===== config.mk =====
export PLATFORM = sky130hd
export DESIGN_NAME = pkt_q_core
export DESIGN_NICKNAME = d
export VERILOG_FILES = /design/src/rtl/pkt_q_pkg.sv /design/src/rtl/buf_ram.sv /design/src/rtl/buf_alloc.sv /design/src/rtl/desc_fifo.sv /design/src/rtl/pkt_scatter.sv /design/src/rtl/pkt_gather.sv /design/src/rtl/pkt_q_core.sv
export SDC_FILE = /design/constraint.sdc
export NUM_CORES = 2
export LEC_CHECK = 0
export BUFFER_PORTS_ARGS = -buffer_cell sky130_fd_sc_hd__buf_2
export CORE_UTILIZATION = 45
export DETAILED_ROUTE_END_ITERATION = 8
export SYNTH_ARGS = -nofsm -noshare
export SYNTH_HDL_FRONTEND = slang
export SYNTH_SLANG_ARGS = --single-unit

===== constraint.sdc =====
create_clock -name clk -period 7.2 [get_ports clk]
set_input_delay 0.36 -clock clk [delete_from_list [all_inputs] [get_ports clk]]
set_output_delay 0.36 -clock clk [all_outputs]
set_load 0.01 [all_outputs]

===== src/rtl/pkt_q_pkg.sv =====
package pkt_q_pkg;

    // ----------------------------------------
    // Sizes
    // ----------------------------------------
    localparam int NUM_BUFS      = 16;
    localparam int BUF_WORDS     = 4;
    localparam int MIN_PKT_WORDS = 2;
    localparam int MAX_PKT_WORDS = 16;
    localparam int DATA_WORDS    = NUM_BUFS * BUF_WORDS;

    localparam int PTR_WID      = $clog2(NUM_BUFS);
    localparam int OFS_WID      = $clog2(BUF_WORDS);
    localparam int ADDR_WID     = PTR_WID + OFS_WID;
    localparam int LEN_WID      = $clog2(MAX_PKT_WORDS + 1);
    localparam int DROP_CNT_WID = 16;

    // ----------------------------------------
    // Types
    // ----------------------------------------
    typedef logic [31:0]         data_t;
    typedef logic [PTR_WID-1:0]  buf_ptr_t;
    // Buffer number in the upper bits, word offset below
    typedef logic [ADDR_WID-1:0] word_addr_t;
    typedef logic [LEN_WID-1:0]  pkt_len_t;
    typedef logic [7:0]          meta_t;

    typedef struct packed {
        data_t data;
        logic  sop;
        logic  eop;
        logic  err;    // Only looked at together with eop
    } pkt_word_t;

    typedef struct packed {
        buf_ptr_t head;
        pkt_len_t len;
        meta_t    meta;
        logic     drop;    // Chain is released, not sent
    } pkt_desc_t;

endpackage : pkt_q_pkg


===== src/rtl/buf_ram.sv =====
`timescale 1ns/100ps

module buf_ram #(
    parameter type DATA_T = logic,
    parameter int  DEPTH  = 16
) (
    input  logic                     clk,
    input  logic                     wr_en,
    input  logic [$clog2(DEPTH)-1:0] wr_addr,
    input  DATA_T                    wr_data,
    input  logic                     rd_en,
    input  logic [$clog2(DEPTH)-1:0] rd_addr,
    output DATA_T                    rd_data
);

    DATA_T mem [DEPTH];

    always_ff @(posedge clk) begin
        if (wr_en) begin
            mem[wr_addr] <= wr_data;
        end
    end

    // Read data holds until the next read strobe
    always_ff @(posedge clk) begin
        if (rd_en) begin
            rd_data <= mem[rd_addr];
        end
    end

endmodule : buf_ram


===== src/rtl/buf_alloc.sv =====
`timescale 1ns/100ps

module buf_alloc
    import pkt_q_pkg::*;
(
    input  logic     clk,
    input  logic     rst,
    input  logic     take,
    input  logic     recycle,
    input  buf_ptr_t recycle_ptr,
    output buf_ptr_t free_ptr,
    output logic     free_avail,
    output logic     init_done
);

    buf_ptr_t         store [NUM_BUFS];
    buf_ptr_t         rd_idx;
    buf_ptr_t         wr_idx;
    buf_ptr_t         init_cnt;
    logic [PTR_WID:0] count;
    logic             put;
    buf_ptr_t         put_ptr;

    // Fill and return share the write side of the store
    assign put     = init_done ? recycle : 1'b1;
    assign put_ptr = init_done ? recycle_ptr : init_cnt;

    assign free_ptr   = store[rd_idx];
    assign free_avail = init_done && (count != '0);

    always_ff @(posedge clk) begin
        if (put) begin
            store[wr_idx] <= put_ptr;
        end
    end

    always_ff @(posedge clk) begin
        if (rst) begin
            rd_idx    <= '0;
            wr_idx    <= '0;
            init_cnt  <= '0;
            count     <= '0;
            init_done <= 1'b0;
        end else begin
            // One buffer number per cycle until the pool is full
            if (!init_done) begin
                init_cnt <= init_cnt + 1'b1;
                if (init_cnt == buf_ptr_t'(NUM_BUFS - 1)) begin
                    init_done <= 1'b1;
                end
            end
            if (put) begin
                wr_idx <= wr_idx + 1'b1;
            end
            if (take) begin
                rd_idx <= rd_idx + 1'b1;
            end
            // Take and return together leave the count as it is
            count <= count + {{PTR_WID{1'b0}}, put} - {{PTR_WID{1'b0}}, take};
        end
    end

endmodule : buf_alloc


===== src/rtl/desc_fifo.sv =====
`timescale 1ns/100ps

module desc_fifo
    import pkt_q_pkg::*;
(
    input  logic      clk,
    input  logic      rst,
    input  logic      push,
    input  pkt_desc_t push_desc,
    input  logic      pop,
    output pkt_desc_t head_desc,
    output logic      not_empty
);

    pkt_desc_t        q [NUM_BUFS];
    buf_ptr_t         wr_idx;
    buf_ptr_t         rd_idx;
    logic [PTR_WID:0] count;

    // Show-ahead head
    assign head_desc = q[rd_idx];
    assign not_empty = (count != '0);

    always_ff @(posedge clk) begin
        if (push) begin
            q[wr_idx] <= push_desc;
        end
    end

    always_ff @(posedge clk) begin
        if (rst) begin
            wr_idx <= '0;
            rd_idx <= '0;
            count  <= '0;
        end else begin
            if (push) begin
                wr_idx <= wr_idx + 1'b1;
            end
            if (pop) begin
                rd_idx <= rd_idx + 1'b1;
            end
            // At least one buffer per descriptor, so never more than NUM_BUFS entries
            count <= count + {{PTR_WID{1'b0}}, push} - {{PTR_WID{1'b0}}, pop};
        end
    end

endmodule : desc_fifo


===== src/rtl/pkt_scatter.sv =====
`timescale 1ns/100ps

module pkt_scatter
    import pkt_q_pkg::*;
(
    input  logic                    clk,
    input  logic                    rst,
    input  logic                    in_valid,
    input  pkt_word_t               in_word,
    input  meta_t                   in_meta,
    input  buf_ptr_t                free_ptr,
    input  logic                    free_avail,
    output logic                    take,
    output logic                    data_wr_en,
    output word_addr_t              data_wr_addr,
    output data_t                   data_wr_data,
    output logic                    link_wr_en,
    output buf_ptr_t                link_wr_addr,
    output buf_ptr_t                link_wr_data,
    output logic                    push,
    output pkt_desc_t               push_desc,
    output logic [DROP_CNT_WID-1:0] drop_cnt
);

    // Packet context
    logic     active;
    logic     held;
    logic     discard;
    pkt_len_t len;
    buf_ptr_t head;
    buf_ptr_t cur_buf;
    meta_t    meta;

    // Per-word decisions
    logic     start;
    logic     accept;
    logic     wanted;
    logic     room;
    logic     need_buf;
    logic     overlong;
    logic     no_buf;
    logic     keep_word;
    logic     held_next;
    logic     discard_next;
    logic     drop_now;
    pkt_len_t wr_len;
    pkt_len_t len_next;
    buf_ptr_t head_next;
    meta_t    meta_next;

    // ----------------------------------------
    // Word classification
    // ----------------------------------------
    always_comb begin
        // Start words while busy are treated as continuation
        start  = in_valid && !active && in_word.sop;
        accept = start || (in_valid && active);
        wr_len = start ? '0 : len;
        wanted = start || (accept && !discard);
        room   = (wr_len < pkt_len_t'(MAX_PKT_WORDS));

        // New buffer on every boundary
        need_buf  = wanted && room && (wr_len[OFS_WID-1:0] == '0);
        take      = need_buf && free_avail;
        overlong  = wanted && !room;
        no_buf    = need_buf && !free_avail;
        keep_word = wanted && room && !no_buf;

        len_next     = wr_len + pkt_len_t'(keep_word);
        head_next    = start ? free_ptr : head;
        meta_next    = start ? in_meta : meta;
        held_next    = start ? take : held;
        discard_next = (!start && discard) || overlong || no_buf;
        drop_now     = discard_next || in_word.err ||
                       (len_next < pkt_len_t'(MIN_PKT_WORDS));
    end

    // ----------------------------------------
    // Control
    // ----------------------------------------
    always_ff @(posedge clk) begin
        if (rst) begin
            active     <= 1'b0;
            held       <= 1'b0;
            discard    <= 1'b0;
            len        <= '0;
            data_wr_en <= 1'b0;
            link_wr_en <= 1'b0;
            push       <= 1'b0;
            drop_cnt   <= '0;
        end else begin
            data_wr_en <= keep_word;
            // Chain link only when a packet moves to its next buffer
            link_wr_en <= take && !start;
            push       <= accept && in_word.eop && held_next;
            if (accept) begin
                active  <= !in_word.eop;
                held    <= held_next;
                discard <= discard_next;
                len     <= len_next;
                if (in_word.eop && drop_now) begin
                    drop_cnt <= drop_cnt + 1'b1;
                end
            end
        end
    end

    // ----------------------------------------
    // Payload
    // ----------------------------------------
    always_ff @(posedge clk) begin
        if (take) begin
            cur_buf <= free_ptr;
        end
        if (accept) begin
            head <= head_next;
            meta <= meta_next;
        end
        data_wr_addr <= {take ? free_ptr : cur_buf, wr_len[OFS_WID-1:0]};
        data_wr_data <= in_word.data;
        link_wr_addr <= cur_buf;
        link_wr_data <= free_ptr;
        push_desc    <= '{head: head_next, len: len_next, meta: meta_next, drop: drop_now};
    end

endmodule : pkt_scatter


===== src/rtl/pkt_gather.sv =====
`timescale 1ns/100ps

module pkt_gather
    import pkt_q_pkg::*;
(
    input  logic       clk,
    input  logic       rst,
    input  logic       drain_en,
    input  pkt_desc_t  head_desc,
    input  logic       not_empty,
    input  data_t      data_rd_data,
    input  buf_ptr_t   link_rd_data,
    output logic       pop,
    output logic       data_rd_en,
    output word_addr_t data_rd_addr,
    output logic       link_rd_en,
    output buf_ptr_t   link_rd_addr,
    output logic       recycle,
    output buf_ptr_t   recycle_ptr,
    output logic       out_valid,
    output pkt_word_t  out_word,
    output meta_t      out_meta
);

    logic               busy;
    logic               drop;
    pkt_len_t           cnt;
    pkt_len_t           len;
    buf_ptr_t           cur_buf;
    meta_t              meta;
    logic [OFS_WID-1:0] ofs;
    logic               step;
    logic               last;
    logic               buf_end;
    logic               sop_q;
    logic               eop_q;

    // ----------------------------------------
    // Chain walk
    // ----------------------------------------
    assign pop     = !busy && not_empty && drain_en;
    assign step    = busy && drain_en;
    assign ofs     = cnt[OFS_WID-1:0];
    assign last    = (pkt_len_t'(cnt + 1'b1) == len);
    assign buf_end = last || (ofs == OFS_WID'(BUF_WORDS - 1));

    // Dropped chains are walked at the same pace without data reads
    assign data_rd_en   = step && !drop;
    assign data_rd_addr = {cur_buf, ofs};

    // Link fetched on the first word, used at the last word of the buffer
    assign link_rd_en   = step && (ofs == '0);
    assign link_rd_addr = cur_buf;

    assign recycle     = step && buf_end;
    assign recycle_ptr = cur_buf;

    always_ff @(posedge clk) begin
        if (rst) begin
            busy <= 1'b0;
            drop <= 1'b0;
            cnt  <= '0;
        end else if (pop) begin
            busy <= 1'b1;
            drop <= head_desc.drop;
            cnt  <= '0;
        end else if (step) begin
            cnt <= cnt + 1'b1;
            if (last) begin
                busy <= 1'b0;
            end
        end
    end

    always_ff @(posedge clk) begin
        if (pop) begin
            cur_buf <= head_desc.head;
            len     <= head_desc.len;
            meta    <= head_desc.meta;
        end else if (step && buf_end) begin
            cur_buf <= link_rd_data;
        end
    end

    // ----------------------------------------
    // Output aligned with the read data
    // ----------------------------------------
    always_ff @(posedge clk) begin
        if (rst) begin
            out_valid <= 1'b0;
        end else begin
            out_valid <= data_rd_en;
        end
    end

    always_ff @(posedge clk) begin
        if (data_rd_en) begin
            sop_q    <= (cnt == '0);
            eop_q    <= last;
            out_meta <= meta;
        end
    end

    assign out_word = '{data: data_rd_data, sop: sop_q, eop: eop_q, err: 1'b0};

endmodule : pkt_gather


===== src/rtl/pkt_q_core.sv =====
`timescale 1ns/100ps

module pkt_q_core
    import pkt_q_pkg::*;
(
    input  logic                    clk,
    input  logic                    rst,

    input  logic                    in_valid,
    input  pkt_word_t               in_word,
    input  meta_t                   in_meta,

    input  logic                    drain_en,
    output logic                    out_valid,
    output pkt_word_t               out_word,
    output meta_t                   out_meta,

    output logic                    init_done,
    output logic [DROP_CNT_WID-1:0] drop_cnt
);

    // ----------------------------------------
    // Signals
    // ----------------------------------------
    // Buffer pool
    logic       take;
    logic       free_avail;
    buf_ptr_t   free_ptr;
    logic       recycle;
    buf_ptr_t   recycle_ptr;

    // Descriptor queue
    logic       push;
    pkt_desc_t  push_desc;
    logic       pop;
    logic       not_empty;
    pkt_desc_t  head_desc;

    // Memory ports
    logic       data_wr_en;
    word_addr_t data_wr_addr;
    data_t      data_wr_data;
    logic       data_rd_en;
    word_addr_t data_rd_addr;
    data_t      data_rd_data;
    logic       link_wr_en;
    buf_ptr_t   link_wr_addr;
    buf_ptr_t   link_wr_data;
    logic       link_rd_en;
    buf_ptr_t   link_rd_addr;
    buf_ptr_t   link_rd_data;

    // ----------------------------------------
    // Memories
    // ----------------------------------------
    buf_ram #(
        .DATA_T ( data_t ),
        .DEPTH  ( DATA_WORDS )
    ) i_data_ram (
        .clk,
        .wr_en   ( data_wr_en ),
        .wr_addr ( data_wr_addr ),
        .wr_data ( data_wr_data ),
        .rd_en   ( data_rd_en ),
        .rd_addr ( data_rd_addr ),
        .rd_data ( data_rd_data )
    );

    // One next-buffer pointer per buffer
    buf_ram #(
        .DATA_T ( buf_ptr_t ),
        .DEPTH  ( NUM_BUFS )
    ) i_link_ram (
        .clk,
        .wr_en   ( link_wr_en ),
        .wr_addr ( link_wr_addr ),
        .wr_data ( link_wr_data ),
        .rd_en   ( link_rd_en ),
        .rd_addr ( link_rd_addr ),
        .rd_data ( link_rd_data )
    );

    // ----------------------------------------
    // Pool and queue
    // ----------------------------------------
    buf_alloc i_buf_alloc (
        .clk,
        .rst,
        .take,
        .recycle,
        .recycle_ptr,
        .free_ptr,
        .free_avail,
        .init_done
    );

    desc_fifo i_desc_fifo (
        .clk,
        .rst,
        .push,
        .push_desc,
        .pop,
        .head_desc,
        .not_empty
    );

    // ----------------------------------------
    // Writer and reader
    // ----------------------------------------
    pkt_scatter i_pkt_scatter (
        .clk,
        .rst,
        .in_valid,
        .in_word,
        .in_meta,
        .free_ptr,
        .free_avail,
        .take,
        .data_wr_en,
        .data_wr_addr,
        .data_wr_data,
        .link_wr_en,
        .link_wr_addr,
        .link_wr_data,
        .push,
        .push_desc,
        .drop_cnt
    );

    pkt_gather i_pkt_gather (
        .clk,
        .rst,
        .drain_en,
        .head_desc,
        .not_empty,
        .data_rd_data,
        .link_rd_data,
        .pop,
        .data_rd_en,
        .data_rd_addr,
        .link_rd_en,
        .link_rd_addr,
        .recycle,
        .recycle_ptr,
        .out_valid,
        .out_word,
        .out_meta
    );

endmodule : pkt_q_core


==> reports/metrics.yaml <==
status: "finished clean"
worstPathRequired_ns: 7.82
start_util_pct: 45.3
grt_usage_pct: 22.4
cpMostUsedCell: "buf_4"
synth_edf_count: 2543
reg2reg_slack_ns: 2.45
grt_max_degree: 131
min-delay-start: "in_word[29]"
grt_pass1_wl_um: 358000
synth_common_cells: "edfxtp_1, mux4_2, nor2_1, clkbuf_1, nand2_1"
synthCells: 4551
final_nets: 4989
m1WireLength_um: 103000
ys_dominant_reg_cell: "edfxtp_1"
final-setup-viol-count: 0
synth_area_mm2: 0.101
rsz0062_at_grt: "false"
finish.utilization_pct: 51.8
synth_most_common_cell: "edfxtp_1"
fin_setup_tns_ns: 0
yosysTopAreaCellShare_pct: 76.0
hold_buffers: 46
syn_nets: 4628
htreeDepth: 5
max_stage_delay_ns: 0.95
clock_latency_ns: 0.93
portBuffers: 106
drive_above_1_share_pct: 27.9
r2r-start: "i_pkt_gather.cnt[1]"
clock_sinks: 2677
fin_skew_ns: 0.0609
async_flop_share_pct: 0
critPathTopFamily: "buffers and inverters"
hold_path_depth: 2
antenna_left: 0
grt_remaining_overflow: 0
peakVddDrop_mv: 0.277
die_w_um: 475
crit_slowest_cell: "dfxtp_4"
cts_buffers: 292
yosysTopAreaCell: "edfxtp_1"
vias: 48100
cp_max_fo: 130
globalplace.congestion: 0.786
finalCritPeriodShare_pct: 66.0
first_pass_iters: 5
critPathLaunchType: "flop"
wirelength_um: 251000
relSlewSlack_pct: 15.9
crit_chain: "buf_4 > buf_12 > nor2b_4 > buf_4 > a22o_1 > a221o_1 > a22oi_1 > nand2_1"
cellPowerDensity_mw_per_mm2: 315
wl_met3_um: 18300
crit_type: "flop to flop"
stdcell_area_mm2: 0.115
fp.dieH_um: 475
core_mm2: 0.222
routedWlPerCell_um: 30.9
hpwl_um: 131000
p_total_mw: 36.2
fin_crit_ns: 4.75
route.met2.wl_um: 122000
placementRows: 173
highest-signal-layer: "met5"
worst_pin_slew_ns: 1.26
fmax_mhz: 210
arrival_ns: 5.37
synthTopCellsByArea: "edfxtp_1, mux4_2, dfxtp_1, a22oi_1, o22ai_1"
antenna_found_initial: 9
root_buffer: "clkbuf_16"
worstRegToRegCells: 8
drt_iter0_markers: 4933
path_clk_slew_ns: 0.06
pre_cts_ws_ns: 2.46
cts_tree: "yes"
syn_to_final_growth_pct: 14.4
num_io_pins: 108
setup_slack_ns: 2.45
drc: 0
ys_ff_latch: 2677
finalHoldViolCount: 0
cp_num_buf_inv: 3
fillers: 17400
cap_violations: 0
cts_resized: 0
slew_viol_final: 0
end_kind: "flop"
yosys_warnings: 0
yosysUniqueCellTypes: 61
place_area_mm2: 0.106
syn_avg_cell_area_um2: 22.1
rr_endpoint: "i_data_ram.rd_data[12]"
cts_post_setup_buffers_inserted: 0
hold_end: "i_pkt_scatter.data_wr_data[26]"
leakagePower_nw: 35.5
via_per_inst: 5.94
hold_class: "primary input to flop"
die_area_mm2: 0.225
ys_seq_area_share_pct: 78.6
clockBufferDepth: 4
grt_pass1_vias: 49300
[flip-flops by register name, indices dropped and copies added (netlist names), 8 cells and up, named ones only]
register,flops
i_buf_alloc.store,64
i_data_ram.mem,2048
i_data_ram.rd_data,32
i_desc_fifo.q,288
i_link_ram.mem,64
i_pkt_gather.meta,8
i_pkt_gather.out_meta,8
i_pkt_scatter.data_wr_data,32
i_pkt_scatter.drop_cnt,16
i_pkt_scatter.meta,8
i_pkt_scatter.push_desc,18
[where the power goes]
part / internal [mW] / switching (mW)
clock: 8.22 / 5.84
sequential: 17.3 / 0.253
combinational: 1.81 / 2.83
[stage by stage]
step | instances | hold slack, ns
2_1_floorplan | 4551 | 0.346
3_3_place_gp | 7547 | 0.407
3_5_place_dp | 7547 | 0.407
4_1_cts | 8087 | 0.00366
5_1_grt | 8097 | 0.0344
6_report | 8099 | 0.0693
[metal layers]
metal | vias to the layer above | GRT usage, %
li1 | 19900 | -
met4 | 6 | 7.38
met1 | 26000 | 31.3
met2 | 1850 | 35.9
met3 | 350 | 4.02
met5 | - | 0
[cell families after synthesis]
| family | share of synthesized area, % |
|---|---|
| xor gates and xnor gates | 0.305 |
| muxes | 14.6 |
| other | 0.00373 |
| and+or+nand+nor | 2.17 |
| buffers and inverters | 1.13 |
| AOI/OAI and AO/OA | 2.79 |
| adders and majority gates | 0.388 |
| DFF | 78.6 |
[layout by cell type (no fill, tap or decap), drive strengths merged, types with 4 or more instances in the layout]
cell type and count:
a21oi 27, a221o 32, a22o 32, a22oi 129, and2 26, and3 4, buf 267, bufinv 15
clkbuf 376, clkinv 87, clkinvlp 8, dfxtp 134, diode 12, dlygate4sd3 46, edfxtp 2543, ha 28
inv 36, mux2 11, mux2i 8, mux4 642, nand2 141, nand2b 7, nand3 15, nand3b 6
nand4 9, nor2 210, nor2b 18, nor3 22, nor3b 6, o21ai 11, o22ai 129, o31ai 8
or3 7, or4 7, xnor2 18, xor2 17
[cell type report]
cell class | count | area, um2 | area share, %
diodes | 12 | 30.0 | 0.0261
clock buffers | 376 | 7870 | 6.84
clock inverters | 118 | 972 | 0.845
inverters | 28 | 105 | 0.0914
multi-input cells | 1600 | 20900 | 18.2
flip-flops and latches | 2677 | 79100 | 68.8
well taps | 2975 | 3720 | 3.24
repair buffers | 313 | 2300 | 2.00
[worst max-delay path by stage]
| stage | start | end | slack [ns] | cells past startpoint |
|---|---|---|---|---|
| final | i_pkt_gather.cnt[1] | i_data_ram.rd_data[12] | 2.45 | 8 |
| after CTS | i_pkt_gather.cnt[1] | i_data_ram.rd_data[12] | 2.45 | 8 |
| after global routing | i_pkt_gather.cnt[0] | i_data_ram.rd_data[12] | 2.35 | 6 |
| after detailed placement | i_pkt_gather.cnt[1] | i_data_ram.rd_data[12] | 2.46 | 8 |
| after floorplan | i_pkt_gather.cnt[0] | i_buf_alloc.count[4] | 3.40 | 17 |
| after global placement | i_pkt_gather.cnt[1] | i_data_ram.rd_data[12] | 2.50 | 8 |
Note: power is estimated with default switching activity, not from simulation.
